File: config.mk
export PLATFORM = sky130hd
export DESIGN_NAME = execution
export DESIGN_NICKNAME = d
export VERILOG_FILES = /design/src/rtl/isa_pkg.sv /design/src/rtl/pipe_pkg.sv /design/src/rtl/execution.sv /design/src/rtl/fpu.sv /design/src/rtl/alu.sv /design/src/rtl/operand_select.sv
export SDC_FILE = /design/constraint.sdc
export NUM_CORES = 2
export LEC_CHECK = 0
export BUFFER_PORTS_ARGS = -buffer_cell sky130_fd_sc_hd__buf_2
export CAP_MARGIN = 20
export CORE_ASPECT_RATIO = 0.75
export CORE_MARGIN = 2
export CORE_UTILIZATION = 50
export CTS_BUF_LIST = sky130_fd_sc_hd__clkbuf_8
export DETAILED_ROUTE_END_ITERATION = 12
export PLACE_DENSITY = 0.67
export SYNTH_ARGS = -nofsm -noshare
export SYNTH_HDL_FRONTEND = slang
export SYNTH_HIERARCHICAL = 1
export SYNTH_SLANG_ARGS = --single-unit
export TNS_END_PERCENT = 50
File: constraint.sdc
create_clock -name CLK -period 22.4 [get_ports CLK]
set_input_delay 3.36 -clock CLK [delete_from_list [all_inputs] [get_ports CLK]]
set_output_delay 3.36 -clock CLK [all_outputs]
set_load 0.02 [all_outputs]
File: src/rtl/isa_pkg.sv
package isa_pkg;

	// ----------------------------------------
	// Field widths
	// ----------------------------------------
	localparam int PC_WIDTH       = 8;
	localparam int DATA_WIDTH     = 32;
	localparam int REG_ADDR_WIDTH = 5;
	localparam int SHAMT_WIDTH    = 5;
	localparam int IMM_WIDTH      = 16;
	localparam int INDEX_WIDTH    = 26;

	typedef logic [REG_ADDR_WIDTH-1:0] reg_addr_t;

	// Return-address register for links.
	localparam reg_addr_t LINK_REG = 5'd31;

	// ----------------------------------------
	// Encodings
	// ----------------------------------------
	typedef enum logic [3:0] {
		ALU_ADD, ALU_SUB, ALU_AND, ALU_OR, ALU_XOR, ALU_NOR,
		ALU_SLT, ALU_SLTU, ALU_SLL, ALU_SRL, ALU_SRA, ALU_LUI,
		ALU_FADD, ALU_FSUB, ALU_FMUL
	} alu_op_e;

	// Shifts take their source from rt.
	typedef enum logic {OP1_REG_S, OP1_REG_T} op1_src_e;

	typedef enum logic [1:0] {OP2_REG_T, OP2_SHAMT, OP2_IMM_SIGN, OP2_IMM_ZERO} op2_src_e;

	typedef enum logic [1:0] {DEST_RD, DEST_RT, DEST_LINK} dest_src_e;

	// NONE is the idle encoding seen after reset.
	typedef enum logic [1:0] {BR_BEQ, BR_BNE, BR_JUMP, BR_NONE} branch_e;

endpackage
File: src/rtl/pipe_pkg.sv
package pipe_pkg;

	// Carried through the stage untouched.
	typedef struct packed {
		logic                                reg_write;
		logic [1:0]                          mem_to_reg;
		logic                                mem_write;
		logic                                mem_read;
		logic                                uart_to_reg;
		isa_pkg::branch_e                    branch;
		logic [isa_pkg::INDEX_WIDTH-1:0]     inst_index;
		logic [isa_pkg::PC_WIDTH-1:0]        pc1;
	} pass_ctrl_t;

	// ----------------------------------------
	// Decode to execute
	// ----------------------------------------
	typedef struct packed {
		pass_ctrl_t                          pass;
		logic                                is_fp;
		isa_pkg::op1_src_e                   op1_src;
		isa_pkg::op2_src_e                   op2_src;
		isa_pkg::dest_src_e                  dest_src;
		isa_pkg::alu_op_e                    alu_op;
		logic [isa_pkg::DATA_WIDTH-1:0]      rs_val;
		logic [isa_pkg::DATA_WIDTH-1:0]      rt_val;
		isa_pkg::reg_addr_t                  rt;
		isa_pkg::reg_addr_t                  rd;
		logic [isa_pkg::SHAMT_WIDTH-1:0]     shamt;
		logic [isa_pkg::IMM_WIDTH-1:0]       imm16;
		logic [isa_pkg::PC_WIDTH-1:0]        pc;
	} issue_t;

	// ----------------------------------------
	// Execute to memory
	// ----------------------------------------
	typedef struct packed {
		pass_ctrl_t                          pass;
		logic                                is_fp;
		logic [isa_pkg::DATA_WIDTH-1:0]      result;
		logic [isa_pkg::DATA_WIDTH-1:0]      store_data;
		isa_pkg::reg_addr_t                  dest;
		logic [isa_pkg::PC_WIDTH-1:0]        branch_target;
	} exec_result_t;

endpackage

File: src/rtl/execution.sv
module execution (
	input  logic                     CLK,
	input  logic                     reset,
	input  pipe_pkg::issue_t         issue,
	input  logic                     issue_req,
	output logic                     issue_ack,
	output pipe_pkg::exec_result_t   result,
	output logic                     result_valid
);

	typedef enum logic [1:0] {IDLE, INT_EXEC, FP_WAIT} state_e;

	state_e                            state;
	pipe_pkg::issue_t                  instr;
	logic                              accept;
	logic [isa_pkg::DATA_WIDTH-1:0]    op1;
	logic [isa_pkg::DATA_WIDTH-1:0]    op2;
	logic [isa_pkg::DATA_WIDTH-1:0]    alu_y;
	logic [isa_pkg::DATA_WIDTH-1:0]    fpu_y;
	isa_pkg::reg_addr_t                dest;
	logic [isa_pkg::PC_WIDTH-1:0]      branch_target;
	logic                              fpu_start;
	logic                              fpu_done;
	pipe_pkg::exec_result_t            result_next;

	// New work only when idle and the last handshake has closed.
	assign accept = issue_req && !issue_ack && (state == IDLE);

	operand_select operand_select_inst (
		.instr         (instr),
		.op1           (op1),
		.op2           (op2),
		.dest          (dest),
		.branch_target (branch_target)
	);

	alu alu_inst (
		.op (instr.alu_op),
		.a  (op1),
		.b  (op2),
		.y  (alu_y)
	);

	fpu fpu_inst (
		.CLK   (CLK),
		.reset (reset),
		.start (fpu_start),
		.op    (instr.alu_op),
		.a     (op1),
		.b     (op2),
		.done  (fpu_done),
		.y     (fpu_y)
	);

	always_comb begin
		result_next.pass          = instr.pass;
		result_next.is_fp         = instr.is_fp;
		result_next.result        = instr.is_fp ? fpu_y : alu_y;
		result_next.store_data    = instr.rt_val;
		result_next.dest          = dest;
		result_next.branch_target = branch_target;
	end

	// Held until the result is out.
	always_ff @(posedge CLK) begin
		if (accept)
			instr <= issue;
	end

	// ----------------------------------------
	// Handshake and stage FSM
	// ----------------------------------------
	always_ff @(posedge CLK) begin
		if (reset) begin
			state              <= IDLE;
			issue_ack          <= 1'b0;
			fpu_start          <= 1'b0;
			result_valid       <= 1'b0;
			result             <= '0;
			result.pass.branch <= isa_pkg::BR_NONE;
		end else begin
			result_valid <= 1'b0;
			fpu_start    <= 1'b0;
			if (accept)
				issue_ack <= 1'b1;
			else if (issue_ack && !issue_req)
				issue_ack <= 1'b0;
			unique case (state)
				IDLE: begin
					if (accept) begin
						state     <= issue.is_fp ? FP_WAIT : INT_EXEC;
						fpu_start <= issue.is_fp;
					end
				end
				INT_EXEC: begin
					result       <= result_next;
					result_valid <= 1'b1;
					state        <= IDLE;
				end
				default: begin
					if (fpu_done) begin
						result       <= result_next;
						result_valid <= 1'b1;
						state        <= IDLE;
					end
				end
			endcase
		end
	end

	// One FPU answer per FP instruction in flight.
	assert property (@(posedge CLK) disable iff (reset) fpu_done |-> state == FP_WAIT);

	// Decode holds the instruction until it is taken.
	assert property (@(posedge CLK) disable iff (reset)
		issue_req && !issue_ack |=> issue_ack || $stable(issue));

endmodule

File: src/rtl/fpu.sv
module fpu (
	input  logic                               CLK,
	input  logic                               reset,
	input  logic                               start,
	input  isa_pkg::alu_op_e                   op,
	input  logic [isa_pkg::DATA_WIDTH-1:0]     a,
	input  logic [isa_pkg::DATA_WIDTH-1:0]     b,
	output logic                               done,
	output logic [isa_pkg::DATA_WIDTH-1:0]     y
);

	typedef enum logic [2:0] {IDLE, UNPACK, ALIGN_MUL, NORMALIZE, PACK} state_e;

	state_e             state;
	logic               sign_a;
	logic               sign_b;
	logic [7:0]         exp_a;
	logic [7:0]         exp_b;
	logic [23:0]        man_a;
	logic [23:0]        man_b;
	logic               sign_r;
	logic signed [9:0]  exp_r;
	logic [24:0]        man_r;

	logic               eff_sign_b;
	logic [7:0]         shift_amt;
	logic [7:0]         big_e;
	logic [23:0]        big_m;
	logic [23:0]        small_m;
	logic               big_s;
	logic               small_s;
	logic [24:0]        add_sum;
	logic               add_sign;
	logic [47:0]        product;
	logic signed [9:0]  mul_exp;

	// ----------------------------------------
	// Align and add, or multiply
	// ----------------------------------------
	always_comb begin
		eff_sign_b = sign_b ^ (op == isa_pkg::ALU_FSUB);
		if (exp_a >= exp_b) begin
			shift_amt = exp_a - exp_b;
			big_e     = exp_a;
			big_m     = man_a;
			big_s     = sign_a;
			small_m   = man_b >> shift_amt;
			small_s   = eff_sign_b;
		end else begin
			shift_amt = exp_b - exp_a;
			big_e     = exp_b;
			big_m     = man_b;
			big_s     = eff_sign_b;
			small_m   = man_a >> shift_amt;
			small_s   = sign_a;
		end
		// Magnitude subtract keeps the sign of the larger one.
		if (big_s == small_s) begin
			add_sum  = {1'b0, big_m} + {1'b0, small_m};
			add_sign = big_s;
		end else if (big_m >= small_m) begin
			add_sum  = {1'b0, big_m - small_m};
			add_sign = big_s;
		end else begin
			add_sum  = {1'b0, small_m - big_m};
			add_sign = small_s;
		end
		product = man_a * man_b;
		mul_exp = $signed({2'b00, exp_a}) + $signed({2'b00, exp_b}) - 10'sd127;
	end

	// ----------------------------------------
	// Control
	// ----------------------------------------
	always_ff @(posedge CLK) begin
		if (reset) begin
			state <= IDLE;
			done  <= 1'b0;
		end else begin
			done <= 1'b0;
			unique case (state)
				IDLE:      if (start) state <= UNPACK;
				UNPACK:    state <= ALIGN_MUL;
				ALIGN_MUL: state <= NORMALIZE;
				NORMALIZE: if (man_r[24] || man_r[23] || man_r == '0) state <= PACK;
				default: begin
					done  <= 1'b1;
					state <= IDLE;
				end
			endcase
		end
	end

	// ----------------------------------------
	// Datapath
	// ----------------------------------------
	always_ff @(posedge CLK) begin
		unique case (state)
			UNPACK: begin
				sign_a <= a[31];
				sign_b <= b[31];
				exp_a  <= a[30:23];
				exp_b  <= b[30:23];
				// Zero exponent means zero, no denormals.
				man_a  <= (a[30:23] == 8'd0) ? 24'd0 : {1'b1, a[22:0]};
				man_b  <= (b[30:23] == 8'd0) ? 24'd0 : {1'b1, b[22:0]};
			end
			ALIGN_MUL: begin
				if (op == isa_pkg::ALU_FMUL) begin
					sign_r <= sign_a ^ sign_b;
					exp_r  <= mul_exp;
					man_r  <= product[47:23];
				end else begin
					sign_r <= add_sign;
					exp_r  <= $signed({2'b00, big_e});
					man_r  <= add_sum;
				end
			end
			NORMALIZE: begin
				if (man_r[24]) begin
					man_r <= man_r >> 1;
					exp_r <= exp_r + 10'sd1;
				end else if (!man_r[23] && man_r != '0) begin
					man_r <= man_r << 1;
					exp_r <= exp_r - 10'sd1;
				end
			end
			PACK: begin
				// Zero mantissa or underflow flushes to +0.
				if (!man_r[23] || exp_r < 10'sd1)
					y <= '0;
				else
					y <= {sign_r, exp_r[7:0], man_r[22:0]};
			end
			default: ;
		endcase
	end

	// Stage must hold off until the previous op is done.
	assert property (@(posedge CLK) disable iff (reset) start |-> state == IDLE);

endmodule

File: src/rtl/alu.sv
module alu (
	input  isa_pkg::alu_op_e                   op,
	input  logic [isa_pkg::DATA_WIDTH-1:0]     a,
	input  logic [isa_pkg::DATA_WIDTH-1:0]     b,
	output logic [isa_pkg::DATA_WIDTH-1:0]     y
);

	logic [isa_pkg::SHAMT_WIDTH-1:0] sh;
	logic                            lt_signed;
	logic                            lt_unsigned;

	assign sh          = b[isa_pkg::SHAMT_WIDTH-1:0];
	assign lt_signed   = $signed(a) < $signed(b);
	assign lt_unsigned = a < b;

	always_comb begin
		unique case (op)
			isa_pkg::ALU_ADD:  y = a + b;
			isa_pkg::ALU_SUB:  y = a - b;
			isa_pkg::ALU_AND:  y = a & b;
			isa_pkg::ALU_OR:   y = a | b;
			isa_pkg::ALU_XOR:  y = a ^ b;
			isa_pkg::ALU_NOR:  y = ~(a | b);
			isa_pkg::ALU_SLT:
				y = {{(isa_pkg::DATA_WIDTH-1){1'b0}}, lt_signed};
			isa_pkg::ALU_SLTU:
				y = {{(isa_pkg::DATA_WIDTH-1){1'b0}}, lt_unsigned};
			isa_pkg::ALU_SLL:  y = a << sh;
			isa_pkg::ALU_SRL:  y = a >> sh;
			isa_pkg::ALU_SRA:  y = $signed(a) >>> sh;
			// Upper half load from the immediate.
			isa_pkg::ALU_LUI:  y = b << 16;
			// FP codes go to the FPU.
			default:           y = '0;
		endcase
	end

endmodule

File: src/rtl/operand_select.sv
module operand_select (
	input  pipe_pkg::issue_t                   instr,
	output logic [isa_pkg::DATA_WIDTH-1:0]     op1,
	output logic [isa_pkg::DATA_WIDTH-1:0]     op2,
	output isa_pkg::reg_addr_t                 dest,
	output logic [isa_pkg::PC_WIDTH-1:0]       branch_target
);

	// First operand.
	always_comb begin
		unique case (instr.op1_src)
			isa_pkg::OP1_REG_T: op1 = instr.rt_val;
			default:            op1 = instr.rs_val;
		endcase
	end

	// Second operand, register or extended field.
	always_comb begin
		unique case (instr.op2_src)
			isa_pkg::OP2_SHAMT:
				op2 = {{(isa_pkg::DATA_WIDTH - isa_pkg::SHAMT_WIDTH){1'b0}}, instr.shamt};
			isa_pkg::OP2_IMM_SIGN:
				op2 = {{(isa_pkg::DATA_WIDTH - isa_pkg::IMM_WIDTH){instr.imm16[isa_pkg::IMM_WIDTH-1]}},
					instr.imm16};
			isa_pkg::OP2_IMM_ZERO:
				op2 = {{(isa_pkg::DATA_WIDTH - isa_pkg::IMM_WIDTH){1'b0}}, instr.imm16};
			default:
				op2 = instr.rt_val;
		endcase
	end

	// Destination register.
	always_comb begin
		unique case (instr.dest_src)
			isa_pkg::DEST_RT:   dest = instr.rt;
			isa_pkg::DEST_LINK: dest = isa_pkg::LINK_REG;
			default:            dest = instr.rd;
		endcase
	end

	// Branch target wraps within the instruction memory.
	assign branch_target = instr.pass.pc1 + instr.imm16[isa_pkg::PC_WIDTH-1:0];

endmodule

==> impl_metrics.py <==
metrics = {
    "run_status": {
        "status": "complete, no violations",
    },
    "routing": {
        "routedWlPerCell_um": 25.8,
        "top_layer": "met5",
        "wirelength_met1_um": 81900,
        "dr_wl_met2_um": 77000,
        "route.detailed.drc": 0,
        "routed-wl-met3_um": 21900,
        "antenna_left": 0,
        "dr.first_iter.drc_count": 5406,
        "via_count": 44574,
        "via_per_inst": 6.16,
        "wl_um": 186000,
        "drtPass1Iterations": 8,
    },
    "worst_hold_path": {
        "min_from": "result[110]$_SDFFE_PP0P_",
        "hold_path_depth": 2,
        "hold_class": "reg2reg",
        "holdPathEnd": "result[110]$_SDFFE_PP0P_",
    },
    "sta": {
        "slew_violations": 0,
        "fin_crit_sh_pct": 39.2,
        "fmax_ghz": 0.114,
        "slew-limit-headroom_pct": 14.5,
        "finalSetupViolations": 0,
        "setup_slack_ns": 13.62,
        "min_period_ns": 8.78,
        "hold_ws_ns": 0.449,
        "worstMarginPinSlew_ns": 1.27,
        "finalHoldViolCount": 0,
        "fin_tns_setup_ns": 0,
        "rsz0062_at_grt": "false",
        "skew_ns": 0.0492,
    },
    "power": {
        "p_per_area_mw_per_mm2": 118,
        "peakVddDrop_mv": 0.385,
        "leakage_nw": 24.4,
        "p_total_mw": 6.45,
    },
    "clocking": {
        "cts_made_buffers": 59,
        "cts_setup_buffers": 0,
        "worstSkewPairLatency_ns": 0.74,
        "ctsHtreeMaxLevel": 2,
        "cts_resized": 0,
        "cts.clk_slew.worst_paths_ns": 0.07,
        "cts_root_buf": "clkbuf_8",
        "clock_path_buffers": 3,
        "ctsHoldBuffers": 0,
        "clkSinkCount": 410,
        "tritoncts": "yes",
    },
    "grt": {
        "track_usage_pct": 35.0,
        "antenna_found_initial": 17,
        "gr-total-overflow": 0,
        "grt_pass1_wl_um": 276000,
        "grt_max_degree": 153,
        "grt_pass1_vias": 42668,
    },
    "floorplanning": {
        "initial_core_util_pct": 50.5,
        "io_pins": 280,
        "row_count": 101,
        "core-area_mm2": 0.101,
        "die_y_um": 281,
        "die_area_mm2": 0.105,
        "die_w_um": 374,
    },
    "layout": {
        "fin_area_mm2": 0.0547,
        "final_cells": 7237,
        "nNetsFinal": 6867,
        "drive_above_1_share_pct": 12.0,
        "area_growth_pct": 6.74,
        "final_common_cell": "inv_1",
        "final_cell_mix": "inv_1 (771), nand2_1 (746), fa_1 (490), ha_1 (380), and2_1 (366)",
        "fin_util_pct": 53.9,
    },
    "critical_path": {
        "r2r_start": "fpu_inst/man_a[15]$_SDFFCE_PN0P_",
        "r2r-end": "fpu_inst/man_r[21]$_DFFE_PP_",
        "slowest_delay_ns": 0.74,
        "cp_top_family": "adder cells",
        "worstRegToRegCells": 26,
        "regToRegSetupSlack_ns": 13.62,
        "cpMostUsedCell": "fa_1",
        "cpMaxStageDelayCell": "a211oi_2",
        "crit_buf_inv": 7,
        "worstSetupStartpointType": "flip-flop",
        "crit_path_max_fanout": 29,
        "arrival_ns": 9.21,
        "path_class": "reg2reg",
        "critical_path_required_ns": 22.83,
        "critPathCaptureType": "flip-flop",
    },
    "yosys": {
        "syn_inst": 5792,
        "syn_area_per_cell_um2": 8.85,
        "yosysWarnings": 6,
        "synth_nets": 6821,
        "syn-cell-area_mm2": 0.0513,
    },
    "placement": {
        "port_buffers": 271,
        "dpl_cell_area_mm2": 0.0535,
        "dp.cells": 7113,
        "hpwlAfterDp_um": 139000,
        "routabilityCongestion": 1.02,
        "place_ws_ns": 13.85,
    },
    "job": {
        "drv_cap": 0,
    },
}
worst register-to-register path, stage by stage (launching register included):
cell	delay, ns
edfxtp_1	0.33
buf_4	0.50
and2_1	0.26
fa_1	0.45
fa_1	0.55
inv_1	0.05
fa_1	0.52
inv_1	0.05
fa_1	0.50
inv_1	0.06
fa_1	0.55
inv_1	0.06
fa_1	0.48
inv_1	0.05
fa_1	0.49
inv_1	0.05
ha_1	0.34
nand2_1	0.06
o21ai_0	0.39
nor4_2	0.13
a211oi_2	0.74
a311o_1	0.49
a221oi_2	0.15
o21ai_1	0.40
mux2_2	0.39
o21ai_1	0.31
o211ai_1	0.14
flip-flops by register name, summed over array words and instances, names as in the netlist, 3 cells and up:
register	flops
fpu_inst/man_a	24
fpu_inst/exp_r	10
fpu_inst/state	3
fpu_inst/man_r	25
result	120
instr	147
fpu_inst/exp_b	8
fpu_inst/man_b	24
fpu_inst/exp_a	8
fpu_inst/y	32
area by class of cell:
class                   instances  area [um^2]
diodes                          9         22.5
clock buffers                  65          895
clock inverters                47          275
fillers                      9501        46700
inverters                     751         2820
multi-input cells            4230        35700
flip-flops and latches        410        11000
well taps                    1339         1680
repair buffers                386         2280
metal layers:
metal,global-route usage [%],up-vias
met5,0,-
met2,50.1,2329
met1,51.7,22233
met3,9.72,304
li1,-,19704
met4,9.54,4
worst max-delay path by stage:
stage                                           startpoint                            to  slack [ns]  depth (start not counted)
final                     fpu_inst/man_a[15]$_SDFFCE_PN0P_  fpu_inst/man_r[21]$_DFFE_PP_       13.62                         26
after global routing      fpu_inst/man_a[15]$_SDFFCE_PN0P_  fpu_inst/man_r[21]$_DFFE_PP_       13.39                         26
after CTS                 fpu_inst/man_a[13]$_SDFFCE_PN0P_  fpu_inst/man_r[21]$_DFFE_PP_       13.79                         27
after detailed placement      fpu_inst/man_b[23]$_DFFE_PP_  fpu_inst/man_r[21]$_DFFE_PP_       13.85                         21
after global placement        fpu_inst/man_b[23]$_DFFE_PP_  fpu_inst/man_r[21]$_DFFE_PP_       13.89                         22
after floorplan                                  issue_req         state[1]$_SDFFE_PP0P_        2.90                          3
power breakdown:
group / switching [mW] / internal, mW
Sequential: 0.0243 / 0.864
Combinational: 3.28 / 1.67
Clock: 0.320 / 0.285
Total: 3.63 / 2.82
Note: power is estimated with default switching activity, not from simulation.
